## src/hdl/rumble_pkg.sv

```systemverilog
// Shared constants for the game core
// Memory map of both SDRAM banks, ROM client widths and video frame sizes
package rumble_pkg;

    // Word address width of one SDRAM bank
    localparam int SDRAM_AW = 22;

    // Main and sound addresses count bytes
    localparam int MAINW = 18;
    localparam int SNDW  = 15;
    // Char and obj addresses count words
    localparam int CHARW = 13;
    localparam int OBJW  = 17;

    // Word base of each client inside its bank
    localparam logic [SDRAM_AW-1:0] MAIN_OFFSET = 22'h00_0000;
    localparam logic [SDRAM_AW-1:0] SND_OFFSET  = 22'h02_0000;
    localparam logic [SDRAM_AW-1:0] CHAR_OFFSET = 22'h00_0000;
    localparam logic [SDRAM_AW-1:0] OBJ_OFFSET  = 22'h00_2000;

    // Download byte map
    localparam logic [24:0] BA1_START  = 25'h004_8000;
    localparam logic [24:0] PROM_START = 25'h008_C000;

    // Frame geometry in pixels and lines
    localparam int HTOTAL = 384;
    localparam int HVIS   = 256;
    localparam int VTOTAL = 262;
    localparam int VVIS   = 224;

    localparam int HS_START = 296;
    localparam int HS_LEN   = 32;
    localparam int VS_START = 232;
    localparam int VS_LEN   = 8;

endpackage

```

## src/hdl/rumble_vtiming.sv

```systemverilog
// Video timing generator
// Pixel clock enables, beam counters, blanking and sync pulses
module rumble_vtiming import rumble_pkg::*; (
    input  logic       clk,
    input  logic       reset,
    output logic       pxl2_cen,
    output logic       pxl_cen,
    output logic [8:0] hdump,
    output logic [8:0] vdump,
    output logic       LHBL,
    output logic       LVBL,
    output logic       HS,
    output logic       VS
);

    logic [2:0] cen_cnt;
    logic       h_last;
    logic       v_last;

    assign h_last = hdump == 9'(HTOTAL - 1);
    assign v_last = vdump == 9'(VTOTAL - 1);

    // Divide clk by 4 and by 8
    always_ff @(posedge clk) begin
        if (reset) begin
            cen_cnt  <= 3'd0;
            pxl2_cen <= 1'b0;
            pxl_cen  <= 1'b0;
        end else begin
            cen_cnt  <= cen_cnt + 3'd1;
            pxl2_cen <= cen_cnt[1:0] == 2'b11;
            pxl_cen  <= cen_cnt == 3'b111;
        end
    end

    // Beam position
    always_ff @(posedge clk) begin
        if (reset) begin
            hdump <= 9'd0;
            vdump <= 9'd0;
        end else if (pxl_cen) begin
            if (h_last) begin
                hdump <= 9'd0;
                if (v_last) begin
                    vdump <= 9'd0;
                end else begin
                    vdump <= vdump + 9'd1;
                end
            end else begin
                hdump <= hdump + 9'd1;
            end
        end
    end

    // Blanking and sync lag the counters by one pixel
    always_ff @(posedge clk) begin
        if (reset) begin
            LHBL <= 1'b1;
            LVBL <= 1'b1;
            HS   <= 1'b0;
            VS   <= 1'b0;
        end else if (pxl_cen) begin
            LHBL <= hdump < 9'(HVIS);
            LVBL <= vdump < 9'(VVIS);
            HS   <= hdump >= 9'(HS_START) && hdump < 9'(HS_START + HS_LEN);
            VS   <= vdump >= 9'(VS_START) && vdump < 9'(VS_START + VS_LEN);
        end
    end

endmodule

```

## src/hdl/rumble_rom_slot.sv

```systemverilog
// ROM client slot
// Keeps the last fetched word and requests a bank read on a miss
module rumble_rom_slot import rumble_pkg::*; #(
    parameter int                   AW     = 18,
    parameter int                   DW     = 8,
    parameter logic [SDRAM_AW-1:0]  OFFSET = '0
) (
    input  logic                clk,
    input  logic                reset,
    input  logic                cs,
    input  logic [AW-1:0]       addr,
    input  logic                grant_rdy,
    input  logic [15:0]         grant_data,
    output logic                ok,
    output logic [DW-1:0]       data,
    output logic                req,
    output logic [SDRAM_AW-1:0] req_addr
);

    // Byte clients drop bit 0 to get the word address
    localparam int WAW = (DW == 8) ? AW - 1 : AW;

    logic [WAW-1:0] waddr;
    logic [WAW-1:0] fetch_addr;
    logic [WAW-1:0] cache_addr;
    logic [15:0]    cache_word;
    logic           cache_valid;
    logic           hit;
    logic           miss;

    assign waddr    = addr[AW-1 -: WAW];
    assign hit      = cache_valid && cache_addr == waddr;
    assign miss     = cs && !hit && !req;
    assign ok       = cs && hit;
    assign req_addr = OFFSET + SDRAM_AW'(fetch_addr);

    always_ff @(posedge clk) begin
        if (reset) begin
            req         <= 1'b0;
            cache_valid <= 1'b0;
        end else if (grant_rdy) begin
            req         <= 1'b0;
            cache_valid <= 1'b1;
        end else if (miss) begin
            req <= 1'b1;
        end
    end

    // Address is frozen while the request is pending
    always_ff @(posedge clk) begin
        if (miss) begin
            fetch_addr <= waddr;
        end
        if (grant_rdy) begin
            cache_word <= grant_data;
            cache_addr <= fetch_addr;
        end
    end

    generate
        if (DW == 8) begin : g_byte
            // Even address reads the low byte
            assign data = addr[0] ? cache_word[15:8] : cache_word[7:0];
        end else begin : g_word
            assign data = cache_word;
        end
    endgenerate

endmodule

```

## src/hdl/rumble_bank_arb.sv

```systemverilog
// Two-client SDRAM bank arbiter
// Issues one read at a time and returns the word to the client that won
module rumble_bank_arb import rumble_pkg::*; #(
    parameter bit ROUND_ROBIN = 1'b0
) (
    input  logic                clk,
    input  logic                reset,
    input  logic                halt,
    input  logic                prio_b,
    input  logic                a_req,
    input  logic [SDRAM_AW-1:0] a_addr,
    input  logic                b_req,
    input  logic [SDRAM_AW-1:0] b_addr,
    input  logic                ba_ack,
    input  logic                ba_rdy,
    input  logic [15:0]         data_read,
    output logic                a_rdy,
    output logic                b_rdy,
    output logic [15:0]         grant_data,
    output logic                ba_rd,
    output logic [SDRAM_AW-1:0] ba_addr
);

    localparam logic [1:0] ST_IDLE = 2'd0;
    localparam logic [1:0] ST_ACK  = 2'd1;
    localparam logic [1:0] ST_RDY  = 2'd2;

    logic [1:0] state;
    logic       owner_b;
    logic       a_go;
    logic       b_go;
    logic       pick_b;
    logic       issue;

    // A client being answered still shows req for one more cycle
    assign a_go  = a_req && !a_rdy;
    assign b_go  = b_req && !b_rdy;
    assign issue = state == ST_IDLE && !halt && (a_go || b_go);

    always_comb begin
        if (a_go && b_go) begin
            pick_b = ROUND_ROBIN ? !owner_b : prio_b;
        end else begin
            pick_b = b_go;
        end
    end

    always_ff @(posedge clk) begin
        if (reset) begin
            state   <= ST_IDLE;
            ba_rd   <= 1'b0;
            a_rdy   <= 1'b0;
            b_rdy   <= 1'b0;
            owner_b <= 1'b0;
        end else begin
            a_rdy <= 1'b0;
            b_rdy <= 1'b0;
            case (state)
                ST_IDLE: begin
                    if (issue) begin
                        ba_rd   <= 1'b1;
                        owner_b <= pick_b;
                        state   <= ST_ACK;
                    end
                end
                ST_ACK: begin
                    if (ba_ack) begin
                        ba_rd <= 1'b0;
                        state <= ST_RDY;
                    end
                end
                ST_RDY: begin
                    if (ba_rdy) begin
                        a_rdy <= !owner_b;
                        b_rdy <= owner_b;
                        state <= ST_IDLE;
                    end
                end
                default: state <= ST_IDLE;
            endcase
        end
    end

    always_ff @(posedge clk) begin
        if (issue) begin
            ba_addr <= pick_b ? b_addr : a_addr;
        end
        if (state == ST_RDY && ba_rdy) begin
            grant_data <= data_read;
        end
    end

endmodule

```

## src/hdl/rumble_dwnld.sv

```systemverilog
// ROM download unit
// Packs host bytes into 16-bit SDRAM writes and forwards priority PROM bytes
module rumble_dwnld import rumble_pkg::*; (
    input  logic                clk,
    input  logic                reset,
    input  logic                downloading,
    input  logic [24:0]         ioctl_addr,
    input  logic [7:0]          ioctl_dout,
    input  logic                ioctl_wr,
    input  logic                prog_rdy,
    output logic                dwnld_busy,
    output logic [SDRAM_AW-1:0] prog_addr,
    output logic [15:0]         prog_data,
    output logic [1:0]          prog_mask,
    output logic [1:0]          prog_ba,
    output logic                prog_we,
    output logic                prom_prior_we
);

    logic        wr_en;
    logic        is_prom;
    logic        is_ba1;
    logic [24:0] region_base;
    logic [24:0] rel_addr;
    logic [7:0]  byte_lo;

    assign wr_en    = downloading && ioctl_wr;
    assign is_prom  = ioctl_addr >= PROM_START;
    assign is_ba1   = ioctl_addr >= BA1_START;
    // Both bytes always written
    assign prog_mask = 2'b00;

    always_comb begin
        if (is_prom) begin
            region_base = PROM_START;
        end else if (is_ba1) begin
            region_base = BA1_START;
        end else begin
            region_base = 25'd0;
        end
    end

    assign rel_addr = ioctl_addr - region_base;

    always_ff @(posedge clk) begin
        if (reset) begin
            dwnld_busy    <= 1'b0;
            prog_we       <= 1'b0;
            prom_prior_we <= 1'b0;
        end else begin
            dwnld_busy    <= downloading;
            prom_prior_we <= wr_en && is_prom;
            if (wr_en && !is_prom && ioctl_addr[0]) begin
                prog_we <= 1'b1;
            end else if (prog_rdy) begin
                prog_we <= 1'b0;
            end
        end
    end

    always_ff @(posedge clk) begin
        if (wr_en) begin
            if (is_prom) begin
                // PROM holds 4-bit entries
                prog_addr <= SDRAM_AW'(rel_addr);
                prog_data <= {12'd0, ioctl_dout[3:0]};
            end else if (!ioctl_addr[0]) begin
                byte_lo <= ioctl_dout;
            end else begin
                prog_addr <= rel_addr[SDRAM_AW:1];
                prog_data <= {ioctl_dout, byte_lo};
                prog_ba   <= {1'b0, is_ba1};
            end
        end
    end

endmodule

```

## src/hdl/rumble_game.sv

```systemverilog
// Game core memory and timing subsystem
// Video timing, ROM slots on two SDRAM banks and the ROM download path
module rumble_game import rumble_pkg::*; (
    input  logic                clk,
    input  logic                reset,
    // Video
    output logic                pxl2_cen,
    output logic                pxl_cen,
    output logic                LHBL,
    output logic                LVBL,
    output logic                HS,
    output logic                VS,
    output logic [8:0]          vdump,
    // ROM clients
    input  logic                main_cs,
    input  logic [MAINW-1:0]    main_addr,
    output logic [7:0]          main_data,
    output logic                main_ok,
    input  logic                snd_cs,
    input  logic [SNDW-1:0]     snd_addr,
    output logic [7:0]          snd_data,
    output logic                snd_ok,
    input  logic                char_cs,
    input  logic [CHARW-1:0]    char_addr,
    output logic [15:0]         char_data,
    output logic                char_ok,
    input  logic                obj_cs,
    input  logic [OBJW-1:0]     obj_addr,
    output logic [15:0]         obj_data,
    output logic                obj_ok,
    // SDRAM banks
    output logic [SDRAM_AW-1:0] ba0_addr,
    output logic [SDRAM_AW-1:0] ba1_addr,
    output logic [1:0]          ba_rd,
    input  logic [1:0]          ba_ack,
    input  logic [1:0]          ba_rdy,
    input  logic [15:0]         data_read,
    // Download
    input  logic                downloading,
    input  logic [24:0]         ioctl_addr,
    input  logic [7:0]          ioctl_dout,
    input  logic                ioctl_wr,
    input  logic                prog_rdy,
    output logic                dwnld_busy,
    output logic [SDRAM_AW-1:0] prog_addr,
    output logic [15:0]         prog_data,
    output logic [1:0]          prog_mask,
    output logic [1:0]          prog_ba,
    output logic                prog_we,
    output logic                prom_prior_we
);

    logic                main_req;
    logic                snd_req;
    logic                char_req;
    logic                obj_req;
    logic [SDRAM_AW-1:0] main_req_addr;
    logic [SDRAM_AW-1:0] snd_req_addr;
    logic [SDRAM_AW-1:0] char_req_addr;
    logic [SDRAM_AW-1:0] obj_req_addr;
    logic                main_rdy;
    logic                snd_rdy;
    logic                char_rdy;
    logic                obj_rdy;
    logic [15:0]         ba0_data;
    logic [15:0]         ba1_data;

    rumble_vtiming u_vtiming (
        .clk      ( clk      ),
        .reset    ( reset    ),
        .pxl2_cen ( pxl2_cen ),
        .pxl_cen  ( pxl_cen  ),
        .hdump    (          ),
        .vdump    ( vdump    ),
        .LHBL     ( LHBL     ),
        .LVBL     ( LVBL     ),
        .HS       ( HS       ),
        .VS       ( VS       )
    );

    // Bank 0 clients
    rumble_rom_slot #(.AW(MAINW), .DW(8), .OFFSET(MAIN_OFFSET)) u_main_slot (
        .clk        ( clk           ),
        .reset      ( reset         ),
        .cs         ( main_cs       ),
        .addr       ( main_addr     ),
        .grant_rdy  ( main_rdy      ),
        .grant_data ( ba0_data      ),
        .ok         ( main_ok       ),
        .data       ( main_data     ),
        .req        ( main_req      ),
        .req_addr   ( main_req_addr )
    );

    rumble_rom_slot #(.AW(SNDW), .DW(8), .OFFSET(SND_OFFSET)) u_snd_slot (
        .clk        ( clk           ),
        .reset      ( reset         ),
        .cs         ( snd_cs        ),
        .addr       ( snd_addr      ),
        .grant_rdy  ( snd_rdy       ),
        .grant_data ( ba0_data      ),
        .ok         ( snd_ok        ),
        .data       ( snd_data      ),
        .req        ( snd_req       ),
        .req_addr   ( snd_req_addr  )
    );

    // Bank 1 clients
    rumble_rom_slot #(.AW(CHARW), .DW(16), .OFFSET(CHAR_OFFSET)) u_char_slot (
        .clk        ( clk           ),
        .reset      ( reset         ),
        .cs         ( char_cs       ),
        .addr       ( char_addr     ),
        .grant_rdy  ( char_rdy      ),
        .grant_data ( ba1_data      ),
        .ok         ( char_ok       ),
        .data       ( char_data     ),
        .req        ( char_req      ),
        .req_addr   ( char_req_addr )
    );

    rumble_rom_slot #(.AW(OBJW), .DW(16), .OFFSET(OBJ_OFFSET)) u_obj_slot (
        .clk        ( clk           ),
        .reset      ( reset         ),
        .cs         ( obj_cs        ),
        .addr       ( obj_addr      ),
        .grant_rdy  ( obj_rdy       ),
        .grant_data ( ba1_data      ),
        .ok         ( obj_ok        ),
        .data       ( obj_data      ),
        .req        ( obj_req       ),
        .req_addr   ( obj_req_addr  )
    );

    // CPUs take turns on bank 0
    rumble_bank_arb #(.ROUND_ROBIN(1'b1)) u_arb0 (
        .clk        ( clk           ),
        .reset      ( reset         ),
        .halt       ( dwnld_busy    ),
        .prio_b     ( 1'b0          ),
        .a_req      ( main_req      ),
        .a_addr     ( main_req_addr ),
        .b_req      ( snd_req       ),
        .b_addr     ( snd_req_addr  ),
        .ba_ack     ( ba_ack[0]     ),
        .ba_rdy     ( ba_rdy[0]     ),
        .data_read  ( data_read     ),
        .a_rdy      ( main_rdy      ),
        .b_rdy      ( snd_rdy       ),
        .grant_data ( ba0_data      ),
        .ba_rd      ( ba_rd[0]      ),
        .ba_addr    ( ba0_addr      )
    );

    // Sprites go first during vertical blank
    rumble_bank_arb #(.ROUND_ROBIN(1'b0)) u_arb1 (
        .clk        ( clk           ),
        .reset      ( reset         ),
        .halt       ( dwnld_busy    ),
        .prio_b     ( ~LVBL         ),
        .a_req      ( char_req      ),
        .a_addr     ( char_req_addr ),
        .b_req      ( obj_req       ),
        .b_addr     ( obj_req_addr  ),
        .ba_ack     ( ba_ack[1]     ),
        .ba_rdy     ( ba_rdy[1]     ),
        .data_read  ( data_read     ),
        .a_rdy      ( char_rdy      ),
        .b_rdy      ( obj_rdy       ),
        .grant_data ( ba1_data      ),
        .ba_rd      ( ba_rd[1]      ),
        .ba_addr    ( ba1_addr      )
    );

    rumble_dwnld u_dwnld (
        .clk           ( clk           ),
        .reset         ( reset         ),
        .downloading   ( downloading   ),
        .ioctl_addr    ( ioctl_addr    ),
        .ioctl_dout    ( ioctl_dout    ),
        .ioctl_wr      ( ioctl_wr      ),
        .prog_rdy      ( prog_rdy      ),
        .dwnld_busy    ( dwnld_busy    ),
        .prog_addr     ( prog_addr     ),
        .prog_data     ( prog_data     ),
        .prog_mask     ( prog_mask     ),
        .prog_ba       ( prog_ba       ),
        .prog_we       ( prog_we       ),
        .prom_prior_we ( prom_prior_we )
    );

endmodule

```

## config.mk

```make
export PLATFORM = sky130hd
export DESIGN_NAME = rumble_game
export DESIGN_NICKNAME = d
export VERILOG_FILES = /design/src/hdl/rumble_pkg.sv /design/src/hdl/rumble_vtiming.sv /design/src/hdl/rumble_rom_slot.sv /design/src/hdl/rumble_bank_arb.sv /design/src/hdl/rumble_dwnld.sv /design/src/hdl/rumble_game.sv
export SDC_FILE = /design/constraint.sdc
export NUM_CORES = 1
export LEC_CHECK = 0
export BUFFER_PORTS_ARGS = -buffer_cell sky130_fd_sc_hd__buf_4
export CAP_MARGIN = 20
export CORE_MARGIN = 5
export CORE_UTILIZATION = 55
export CTS_BUF_LIST = sky130_fd_sc_hd__clkbuf_8
export DETAILED_ROUTE_END_ITERATION = 10
export GPL_TIMING_DRIVEN = 0
export PLACE_DENSITY = 0.92
export SYNTH_ARGS = -nofsm -noshare
export SYNTH_HDL_FRONTEND = slang
export SYNTH_SLANG_ARGS = --single-unit
```

## constraint.sdc

```tcl
create_clock -name clk -period 8.16 [get_ports clk]
set_input_delay 1.632 -clock clk [delete_from_list [all_inputs] [get_ports clk]]
set_output_delay 1.632 -clock clk [all_outputs]
set_load 0.02 [all_outputs]
```

==> results.txt, run 1 <==
The required time of the critical path came out at 6.53 ns. The cell leakage power came out at 6.48 nW. The multi-input combinational cells in the finished layout cover a total of 2940 sq um.

The final layout contains 1333 nets. The number of I/O pins came out at 283. The number of input and output port buffers inserted came out at 267. The placed wire-length estimate after detailed placement is 22100 um. The final number of max-transition violations is 0. The final worst-path cycle share is 0.564. The startpoint identified for the worst register-to-register timing path is u_arb1.b_rdy$_SDFF_PP0_.

The internal portion of the total power is 2.83 mW. The initial antenna violation count was 0. CTS built an H-tree with a depth of 2. The first detailed-routing pass ran for 5 iterations. In this run the worst setup path begins at obj_addr[1]. The total number of placement rows is 56.

The tool flagged a number of max-cap violations equal to 0. The number of cells upsized or downsized after cts is 0. The post-synthesis register bit count came out at 351. The share of synthesized area occupied by flip-flops and latches came out at 0.759. Counting the buffers created by CTS gives 54. The number of diodes came out at 0. The library cells used most frequently in the layout, excluding fill and tap cells, are sky130_fd_sc_hd__edfxtp_1 (301), sky130_fd_sc_hd__buf_4 (281), sky130_fd_sc_hd__nand2_1 (115).

Setup repair after global routing left no endpoint under its margin. The number of inserted filler cells in the final layout is 1507. Entering global routing, the biggest net connects 38 pins. The hold violation total from the final report is 0. The number of global-route vias before repair was 8733. The overall die height is 165 um.

The CTS tree is done. The worst slew slack as a fraction of its limit is 0.348. The kind of critical path is primary input to output pin. The area of placed instances came out at 15800 sq um. The clock share of power is 0.366. The worst setup path is launched from a primary input. Wires add up to 31100 um. The die outline area is 27200 sq um.

The clock passes through at most 3 buffers. The area of the core region is 23500 sq um. The worst hold margin came out at 0.429 ns.

The maximum clock rate came out at 217 MHz. The clock latency on the worst-skew pair is 0.58 ns. The pin slew with the least headroom to its limit is 0.978 ns.

In the synthesized netlist the dominant register cell turns out to be sky130_fd_sc_hd__edfxtp_1. The sequential share of power came out at 0.555. The distinct cell type count of the synthesized netlist is 56.

The async set or reset register ratio after synthesis is 0. The post-synth design cell area came out at 13200 sq um. The count of endpoints failing setup in the final report is 0.

The detailed router finished its first iteration with 612 violations. The die is 165 um wide. Of the cells placed in the final design, the portion with a size suffix greater than 1 is 0.334. The arrival time of the worst setup path came out at 2.97 ns. The number of cells produced by synthesis is 857. Summed over all nets, the switching power comes to 0.861 mW. The setup skew after layout came out at 0.0366 ns. The clock net sink count came out at 351. Relative to the synthesized area, the layout overhead comes to 26.8%. The flow ran to the end, and the final reports show no timing, DRC or antenna violations.

IR analysis of the VDD net gives a maximum drop of 0.000149 V. The start point of the worst hold path is u_vtiming.cen_cnt[0]$_SDFF_PP0_. The register-to-register path setup slack came out at 5.24 ns. The tightest min-delay check is of the register to register type.

The aggregate global-route resource usage came out at 0.225. The post-route cell area is 16800 sq um. Once layout is complete, the utilization of the core stands at 0.712. The via count of the routed design came out at 8227. The buffer type at the clock tree root is sky130_fd_sc_hd__clkbuf_8. The mean instance size in the synthesized netlist is 15.4 sq um. The power per unit of standard cell area came out at 220 nW/um^2. For this configuration, the core starts out at a cell density of 0.562. STA classifies the critical path endpoint as an output pin. The clock transition at the register clock pins on the worst setup and hold paths after CTS is 0.06 ns. The post-detailed-route count of antenna-violating nets came out at 0.

The smallest clock period supported by the final layout is computed as 4.60 ns. Leaving out fill and tap cells, the most frequent cell in the layout is sky130_fd_sc_hd__edfxtp_1. The share of total power dissipated in combinational logic is 0.079.

In this run the worst path has a maximum fanout of 2. The detail-routed net length per standard cell is 20.0 um. The routability congestion estimate is 0.871. The number of DRC violations after detailed routing is 0.

Yosys mapped a number of flops with a built-in enable equal to 301. Of the total power, the share spent switching nets is 0.233. The overall overflow remaining after global route is 0. The per-cell via count in the routed design came out at 5.28.

The setup TNS after final layout came out at 0 ns. The footprint of the flip-flops and latches came out at 10000 sq um. The number of hold buffers added after CTS came out at 0.

The global-route wire length before repair came out at 47300 um. The synthesis warning total is 0. Post-CTS timing repair inserted 0 buffers for setup.
-- Yosys cell counts (all sizes together) (14+ instances only) --
master | n | share of area
buf | 22 | 0.012
nand2 | 116 | 0.033
xor2 | 43 | 0.028
nor3 | 22 | 0.0083
inv | 23 | 0.0065
nor2 | 40 | 0.012
a21oi | 18 | 0.0071
clkbuf | 14 | 0.0040
edfxtp | 301 | 0.68
nor4 | 15 | 0.0092
dfxtp | 50 | 0.076
mux2 | 29 | 0.025
and2 | 15 | 0.0071
xnor2 | 36 | 0.024
-- power by group through the flow --
stage / Sequential (mW) / Clock [mW] / Combinational [mW]
global route: 2.05 / 1.47 / 0.313
finish: 2.05 / 1.35 / 0.293
CTS: 2.05 / 1.38 / 0.294
detailed placement: 2.08 / 0 / 0.292
global placement: 2.08 / 0 / 0.278
floorplan: 2.11 / 0 / 0.103
-- path summary, 6_finish.rpt --
path,depth (start not counted),to
worst max-delay path,6,obj_ok
worst min-delay path,1,u_vtiming.cen_cnt[0]$_SDFF_PP0_
worst max register to register,4,u_arb1.ba_addr[10]$_DFFE_PP_
worst min register to register,1,u_vtiming.cen_cnt[0]$_SDFF_PP0_
-- layout make-up --
cell class / instances / share of cell area
clock buffer: 54 / 0.0443
clock inverter: 44 / 0.0151
tap: 319 / 0.0238
timing repair buffer: 273 / 0.125
multi-input combinational: 457 / 0.175
inverter: 23 / 0.00515
sequential: 351 / 0.599
buffer: 36 / 0.0126
-- critical path: stages --
cell	delay, ns
sky130_fd_sc_hd__buf_4	0.12
sky130_fd_sc_hd__xor2_1	0.16
sky130_fd_sc_hd__nor4_1	0.38
sky130_fd_sc_hd__nand3_1	0.23
sky130_fd_sc_hd__nor3_1	0.25
sky130_fd_sc_hd__buf_4	0.19
-- sequential cells by signal (all words and copies together), names as in the netlist, 17 cells and up --
register / cells
u_arb0.ba_addr: 18
u_main_slot.fetch_addr: 17
u_main_slot.cache_addr: 17
u_arb1.ba_addr: 18
u_dwnld.prog_addr: 22
u_obj_slot.fetch_addr: 17
u_obj_slot.cache_addr: 17
-- stage by stage --
stage          power (mW)  setup WS (ns)  std cells
3_3_place_gp         2.36           2.18       1453
4_1_cts              3.72           3.56       1555
3_5_place_dp         2.38           3.29       1457
2_1_floorplan        2.22           3.16        867
5_1_grt              3.84           3.44       1557
6_report             3.69           3.56       1557
-- metal layers --
metal / GRT usage / wire (um) / part of all wire
met5: 0 / 0 / 0
met4: 0.0847 / 1090 / 0.035
met3: 0.0414 / 1940 / 0.062
met2: 0.380 / 15700 / 0.51
met1: 0.291 / 12400 / 0.40
-- cell families after synthesis --
kind of cell	count (synthesis)	synth area share
adders and majority gates	12	0.0119
muxes	32	0.0270
and+or+nand+nor	269	0.0998
xor gates and xnor gates	79	0.0523
DFF	351	0.759
buffers and inverters	59	0.0225
AOI/OAI and AO/OA	54	0.0269
other	1	0.000284
(Power assumes the default switching activity.)
==> run 2, diff against run 1 <==
- ABC_AREA: unset -> 1
- clock period: 8.16 -> 4.69 ns (I/O delays scaled with it)
==> run 2 against run 1 <==
Effect of this change: routed wire length up 1.2%; cell area up 2.0%; critical endpoint unchanged; largest cell class unchanged; core utilization down 0.71 points; largest power group unchanged; hold slack worse by 0.0042 ns; worst setup slack worse by 1.9 ns; sequential power up 74%; critical path depth up 4; non-clock buffer count up 2; first-iteration DRC count up 32%; clock-buffer cell count unchanged; area after synthesis up 1.8%; die area up 1.7%.
==> results.txt, run 2 <==
The register with the most flip-flops in the final layout is u_dwnld.prog_addr. The number of cells upsized or downsized after cts was 0 (unchanged). The largest registers in the layout are u_dwnld.prog_addr x22, u_arb0.ba_addr x18, u_arb1.ba_addr x18. The global-route wire length before repair is 49500 um (+4.6%).

The total number of placement rows was 57 (+1.8%). The count of H-tree levels built during CTS is 2 (unchanged). The footprint of the multi-input gates came to 2820 sq um (-4.0%). The number of inserted filler cells in the final layout came out at 1608 (+6.7%). The async set or reset register ratio after synthesis is 0 (unchanged). The setup TNS after final layout came out at 0 ns (unchanged). The number of nets in the finished design is 1513 (+14%). The startpoint kind of the worst setup timing path is a primary input. The length of the first detailed-routing pass in iterations came to 5 (unchanged). The setup skew after layout came out at 0.0283 ns (-0.00830 ns). Counting instances in the post-synthesis netlist gives the leading cell types as sky130_fd_sc_hd__edfxtp_1 (301), sky130_fd_sc_hd__nand2_1 (176), sky130_fd_sc_hd__inv_1 (125), sky130_fd_sc_hd__nor2_1 (96), sky130_fd_sc_hd__dfxtp_1 (50). The footprint of the flip-flops and latches is 10000 sq um (about the same). The number of hold buffers added after CTS came to 0 (unchanged). The aggregate global-route resource usage came out at 0.225 (+0.000484).

Leaving out fill and tap cells, the most frequent cell in the layout is sky130_fd_sc_hd__edfxtp_1. Derived from the worst setup path, the maximum achievable clock frequency is 327 MHz. The overall overflow remaining after global route is 0 (unchanged). The number of flip-flops in the largest register is 22 (unchanged). The via count of the routed design came to 8900 (+8.2%). The power per unit of standard cell area came to 377 nW/um^2 (+71%). The distinct cell type count of the synthesized netlist is 38 (-32%).

The maximum number of pins on one net before global-route repair was 37 (-2.6%). In the post-synthesis netlist, the biggest area contributors are sky130_fd_sc_hd__edfxtp_1 (67%), sky130_fd_sc_hd__dfxtp_1 (7.4%), sky130_fd_sc_hd__nand2_1 (4.9%), sky130_fd_sc_hd__inv_1 (3.5%), sky130_fd_sc_hd__nor2_1 (2.7%). The number of input and output port buffers inserted came out at 269 (+0.75%).

The library cells used most frequently in the layout, excluding fill and tap cells, are sky130_fd_sc_hd__edfxtp_1 (301), sky130_fd_sc_hd__buf_4 (284), sky130_fd_sc_hd__nand2_1 (176). The routability congestion estimate was 0.918 (+5.5%). The area of the core region is 24200 sq um (+3.0%). The root buffer cell chosen for the clock tree is sky130_fd_sc_hd__clkbuf_8.

The filler-free cell count of the finished design is 1744 (+12%). The count of endpoints failing setup in the final report came to 0 (unchanged). The CTS buffer count came out at 53 (-1.9%). The deepest clock path buffer count is 3 (unchanged). The number of cells produced by synthesis was 1032 (+20%). The initial antenna violation count is 0 (unchanged). The maximum resistive drop on vdd came to 0.000262 V (+76%). The hold violation total from the final report is 0 (unchanged). The arrival time of the worst setup path came out at 2.12 ns (-0.85 ns). The worst setup timing slack at the placement stage is 1.40 ns (-1.89 ns). The aggregate routed wire length came out at 31500 um (+1.2%). The number of maximum-capacitance violations was 0 (unchanged). The post-synth design cell area is 13500 sq um (+1.8%). The post-layout minimum cycle time came out at 3.06 ns. The number of I/O pins is 283 (unchanged). Setup repair after global routing left no endpoint under its margin.

The run finished with clean final reports. The clock net sink count was 351 (unchanged). The per-cell via count in the routed design is 5.10 (-3.4%). The instance count after placement with tap cells included is 1643 (+13%). The worst setup path is captured at an output pin. The starting utilization of the core area came out at 0.555 (-0.00633). The worst hold path belongs to the class register to register. The clock latency on the worst-skew pair is 0.57 ns (about the same). The fraction of synthesized cell area taken by the top area cell type came out at 0.671 (-0.0123). The synthesized design spends more area on one cell type than any other, namely sky130_fd_sc_hd__edfxtp_1. The fraction of final layout cells with drive strength greater than 1 came out at 0.299 (-0.0350). The post-CTS setup buffer count was 0 (unchanged). The clock transition at the register clock pins on the worst setup and hold paths after CTS is 0.07 ns (about the same).

The number of synthesized flops with an enable pin was 301 (unchanged). The pin slew with the least headroom to its limit is 0.991 ns (+0.0125 ns). Of the available clock period, the critical path in the final layout requires 0.653.

The post-synthesis register bit count came out at 351 (unchanged). The area overhead of the layout relative to synthesis is 27.0%. The placed wire-length estimate after detailed placement is 23000 um (+4.2%).

The detail-routed net length per standard cell is 18.1 um (-9.7%). The number of violations reported at the end of detailed-routing iteration 0 came out at 808 (+32%). The overall power after layout is 6.44 mW (+74%). The final standard cell utilization of the core is 0.705 (-0.00711).

For this run, the leading register cell type out of synthesis is sky130_fd_sc_hd__edfxtp_1. The biggest fanout along the worst timing path is 2 (unchanged). The number of DRC violations after detailed routing is 0 (unchanged).

The most common cell in the synthesized netlist is sky130_fd_sc_hd__edfxtp_1. The post-detailed-route count of antenna-violating nets is 0 (unchanged). The worst slew slack as a fraction of its limit came out at 0.339 (-0.00906). The required time of the critical path is 3.75 ns (-2.78 ns). The mean instance size in the synthesized netlist is 13.0 sq um (-15%). The setup path with the least slack is of type primary input to output pin. The die outline area is 27700 sq um (+1.7%). TritonCTS built the clock tree.

The smallest setup slack after layout came out at 1.63 ns (-1.93 ns). The share of synthesized area occupied by flip-flops and latches is 0.746 (-0.0137). The final number of max-transition violations is 0 (unchanged). The number of diodes is 0 (unchanged). The overall die height came out at 166 um (+0.86%).

The die extent in x was 166 um (+0.86%). The synthesis warning total is 0 (unchanged). The cell leakage power is 6.94 nW (+7.1%).

The number of global-route vias before repair is 9316 (+6.7%).
[run 2: final cells by class]
class,instances,share of cell area
tap,324,0.0237
timing repair buffer,279,0.127
sequential,351,0.587
clock inverter,45,0.0153
inverter,127,0.0279
clock buffer,54,0.0435
multi-input combinational,532,0.165
buffer,32,0.0105
[run 2: logic make-up (layout without fill, tap and decap cells)]
logic type | Yosys count | count (layout) | synth area share
AND/OR/NAND/NOR | 353 | 353 | 0.110
flip-flops | 351 | 351 | 0.746
buffers and inverters | 159 | 537 | 0.0488
AO/OA/AOI/OAI | 94 | 94 | 0.0375
XOR/XNOR | 33 | 33 | 0.0215
multiplexers | 29 | 29 | 0.0243
adder cells (fa/ha/maj) | 12 | 12 | 0.0117
other | 1 | 11 | 0.000278
[run 2: worst max-delay path, cell delays in order]
cell	delay, ns
sky130_fd_sc_hd__buf_4	0.09
sky130_fd_sc_hd__inv_1	0.04
sky130_fd_sc_hd__nand2_1	0.09
sky130_fd_sc_hd__o21ai_0	0.10
sky130_fd_sc_hd__nor2_1	0.11
sky130_fd_sc_hd__nand4_1	0.09
sky130_fd_sc_hd__nor2_1	0.22
sky130_fd_sc_hd__nand3_1	0.15
sky130_fd_sc_hd__nor2_1	0.14
sky130_fd_sc_hd__buf_4	0.16
[run 2: where the power goes]
part / total [mW] / switching, mW / internal, mW
Sequential: 3.56 / 0.0523 / 3.51
Clock: 2.36 / 1.16 / 1.20
Combinational: 0.523 / 0.302 / 0.221
Total: 6.44 / 1.52 / 4.93
[run 2: final timing paths]
kind	from	end	slack, ns	cells after the start
hold / removal	u_arb1.owner_b$_SDFFE_PP0P_	u_arb1.b_rdy$_SDFF_PP0_	0.42	2
setup / recovery	obj_addr[5]	obj_ok	1.63	10
hold reg to reg	u_arb1.owner_b$_SDFFE_PP0P_	u_arb1.b_rdy$_SDFF_PP0_	0.42	2
setup reg to reg	u_arb1.b_rdy$_SDFF_PP0_	u_arb1.ba_addr[10]$_DFFE_PP_	2.19	6
[run 2: metal layers]
layer  routed length [um]  part of all wire  global-route usage
met1                11800              0.37               0.272
met5                    0                 0                   0
met2                16000              0.51               0.395
met4                  948             0.030              0.0768
met3                 2820             0.090              0.0581
[run 2: through the flow]
| step | hold slack (ns) | instance area (sq um) |
|---|---|---|
| final | 0.424 | 17100 |
| after global routing | 0.438 | 17100 |
| after CTS | 0.427 | 17100 |
| after detailed placement | 0.418 | 16100 |
| after global placement | 0.406 | 15900 |
| after floorplan | 0.399 | 13500 |
==> run 3, diff against run 2 <==
- ABC_AREA: 1 -> 0
- clock period: 4.69 -> 2.9 ns (I/O delays scaled with it)
==> run 3 against run 2 <==
Effect of this change: first-iteration DRC count shrank 32%; sequential power grew 62%; global-route usage grew 0.056 points; largest power group unchanged.
==> results.txt, run 3 (synthesized netlist as in run 1, its figures left out) <==
The min-delay analysis places its worst path in the category primary input to register. The setup skew after layout is 0.0214 ns (-0.00693 ns). The cell leakage power came out at 6.55 nW (-5.7%). The startpoint identified for the worst register-to-register timing path is u_arb0.b_rdy$_SDFF_PP0_. The number of inserted filler cells in the final layout came to 1513 (-5.9%). The placed wire-length estimate after detailed placement is 22400 um (-2.9%). The count of endpoints failing setup in the final report came out at 0 (unchanged). In the layout the commonest cells are sky130_fd_sc_hd__edfxtp_1 (301), sky130_fd_sc_hd__buf_4 (281), sky130_fd_sc_hd__nand2_1 (114). The detail-routed net length per standard cell is 20.0 um (+10%). Subtracting the final worst setup slack from the clock period gives 2.80 ns. The worst hold path terminates at u_arb1.grant_data[12]$_DFFE_PP_.

The final worst-path cycle share is 0.966. The number of input and output port buffers inserted is 267 (-0.74%). The number of diodes came out at 0 (unchanged). The arrival time of the worst setup path came out at 3.20 ns (+1.08 ns).

The largest registers in the layout are u_dwnld.prog_addr x22, u_arb0.ba_addr x18, u_arb1.ba_addr x18. The per-cell via count in the routed design is 5.21 (+2.0%). The post-CTS setup buffer count came to 0 (unchanged). The die outline area was 27200 sq um (-1.7%).

The worst hold margin is 0.180 ns (-0.244 ns). The overall die height came out at 165 um (-0.85%). The power per unit of standard cell area came to 626 nW/um^2 (+66%). The clock transition at the register clock pins on the worst setup and hold paths after CTS came to 0.06 ns (about the same). The number of global-route vias before repair came out at 8717 (-6.4%). The via count of the routed design is 8131 (-8.6%). The startpoint identified for the worst hold timing path is data_read[12]. The worst setup path is launched from a primary input.

The number of violations reported at the end of detailed-routing iteration 0 is 549 (-32%). The aggregate global-route resource usage is 0.226 (+0.000556). Leaving out fill and tap cells, the most frequent cell in the layout is sky130_fd_sc_hd__edfxtp_1.

The initial antenna violation count is 0 (unchanged). The flow ran to the end, and the final reports show no timing, DRC or antenna violations. The register-to-register path setup slack was 0.26 ns (-1.93 ns). The deepest clock path buffer count came out at 3 (unchanged). The area overhead of the layout relative to synthesis came out at 28.2%. The maximum number of pins on one net before global-route repair is 39 (+5.4%). The starting utilization of the core area is 0.562 (+0.00633). The clock latency on the worst-skew pair is 0.59 ns (+0.02 ns).

The die extent in x was 165 um (-0.85%). The number of cells upsized or downsized after cts is 0 (unchanged). The number of DRC violations after detailed routing came out at 0 (unchanged).

The worst slew slack as a fraction of its limit is 0.321 (-0.0173). TritonCTS built the clock tree. The pin slew with the least headroom to its limit came out at 1.02 ns (+0.0260 ns).

The overall power after layout came out at 10.6 mW (+65%). The clock net sink count is 351 (unchanged). The number of I/O pins is 283 (unchanged). The overall overflow remaining after global route came to 0 (unchanged). The maximum clock rate came out at 357 MHz. Setup repair after global routing left no endpoint under its margin.

The CTS buffer count is 54 (+1.9%). The global-route wire length before repair is 46700 um (-5.6%). The length of the first detailed-routing pass in iterations came to 5 (unchanged). The number of maximum-capacitance violations is 0 (unchanged). The count of H-tree levels built during CTS is 2 (unchanged). The required time of the critical path came out at 3.30 ns (-0.45 ns).

The biggest fanout along the worst timing path came out at 4 (+2). STA classifies the critical path endpoint as a register. The count of cells along the worst hold path is 1 (-1). The routability congestion estimate is 0.857 (-6.7%).

The fraction of final layout cells with drive strength greater than 1 came out at 0.348 (+0.0490). The number of flip-flops in the largest register came out at 22 (unchanged). The hold violation total from the final report came out at 0 (unchanged).

The total number of placement rows came out at 56 (-1.8%). The area of the core region is 23500 sq um (-2.9%). The number of hold buffers added after CTS is 0 (unchanged). The final number of max-transition violations came out at 0 (unchanged). The kind of critical path is primary input to register. The number of nets in the finished design is 1334 (-12%). The aggregate routed wire length came out at 31200 um (-1.0%).

The number of cells traversed by the worst register-to-register path came to 7 (+1). In this run the critical register-to-register path is captured at u_arb0.ba_addr[5]$_DFFE_PP_. Clock tree synthesis selected as its root buffer the cell sky130_fd_sc_hd__clkbuf_8. More flip-flops sit in one register than any other, and that register is u_dwnld.prog_addr. The post-detailed-route count of antenna-violating nets is 0 (unchanged). The maximum resistive drop on vdd is 0.000452 V (+73%).
## run 3: changes by cell type in the layout (fill, tap and decap cells not counted), sizes merged, moves of 17 or more
cell / previous run / this run
inv: 137 / 42
nand2: 179 / 116
nand3: 30 / 13
nor2: 98 / 40
o21ai: 44 / 11
xnor2: 19 / 36
xor2: 14 / 43
## run 3: layer usage
| metal | GRT usage | up-vias | part of all wire |
|---|---|---|---|
| met5 | 0 | - | 0 |
| met4 | 0.0964 | 0 | 0.038 |
| met3 | 0.0459 | 77 | 0.065 |
| met2 | 0.394 | 341 | 0.52 |
| met1 | 0.273 | 3928 | 0.38 |
| li1 | - | 3785 | - |
## run 3: layout make-up
cell class | count | area (sq um) | area share
flip-flops and latches | 351 | 10000 | 0.593
multi-input cells | 457 | 2990 | 0.177
repair buffers | 274 | 2110 | 0.125
clock buffers | 56 | 771 | 0.0455
well taps | 319 | 399 | 0.0235
clock inverters | 46 | 305 | 0.0180
plain buffers | 36 | 233 | 0.0137
inverters | 23 | 91.3 | 0.00539
## run 3: metrics by stage
stage	cell area, sq um	utilization	worst slack [ns]	TNS (ns)	cells
3_5_place_dp	15800	0.672	-0.517	-4.43	1458
2_1_floorplan	13300	-	-0.180	-0.291	867
3_3_place_gp	15700	0.669	-0.645	-14.80	1453
6_report	17000	0.720	0.0975	0	1562
5_1_grt	17000	0.720	0.00150	0	1562
4_1_cts	16900	0.718	0.0827	0	1560
## run 3: power breakdown
group	leakage, nW	total, mW	internal [mW]	switching (mW)
Combinational	2.75	0.833	0.363	0.470
Clock	0.612	4.02	2.10	1.92
Sequential	3.18	5.76	5.67	0.0811
## run 3: critical path: stages
cell and delay, ns:
sky130_fd_sc_hd__buf_4 0.12, sky130_fd_sc_hd__nor4_4 0.29, sky130_fd_sc_hd__nand2b_1 0.11, sky130_fd_sc_hd__or3_4 0.42
sky130_fd_sc_hd__inv_1 0.11, sky130_fd_sc_hd__ha_1 0.28, sky130_fd_sc_hd__or4_4 0.46, sky130_fd_sc_hd__a21oi_4 0.18
sky130_fd_sc_hd__a211oi_2 0.07, sky130_fd_sc_hd__or4_1 0.40, sky130_fd_sc_hd__o221ai_1 0.18
## run 3: how the worst max path moves through the flow
stage | startpoint | to | depth (start not counted)
after floorplan | ioctl_addr[16] | u_dwnld.prog_addr[21]$_DFFE_PP_ | 13
after global placement | u_arb1.b_rdy$_SDFF_PP0_ | u_arb1.ba_addr[9]$_DFFE_PP_ | 4
after detailed placement | ioctl_addr[22] | u_dwnld.prog_addr[21]$_DFFE_PP_ | 11
after CTS | u_arb1.b_rdy$_SDFF_PP0_ | u_arb1.ba_addr[11]$_DFFE_PP_ | 5
after global routing | ioctl_addr[22] | u_dwnld.prog_addr[21]$_DFFE_PP_ | 11
final | ioctl_addr[22] | u_dwnld.prog_addr[21]$_DFFE_PP_ | 11
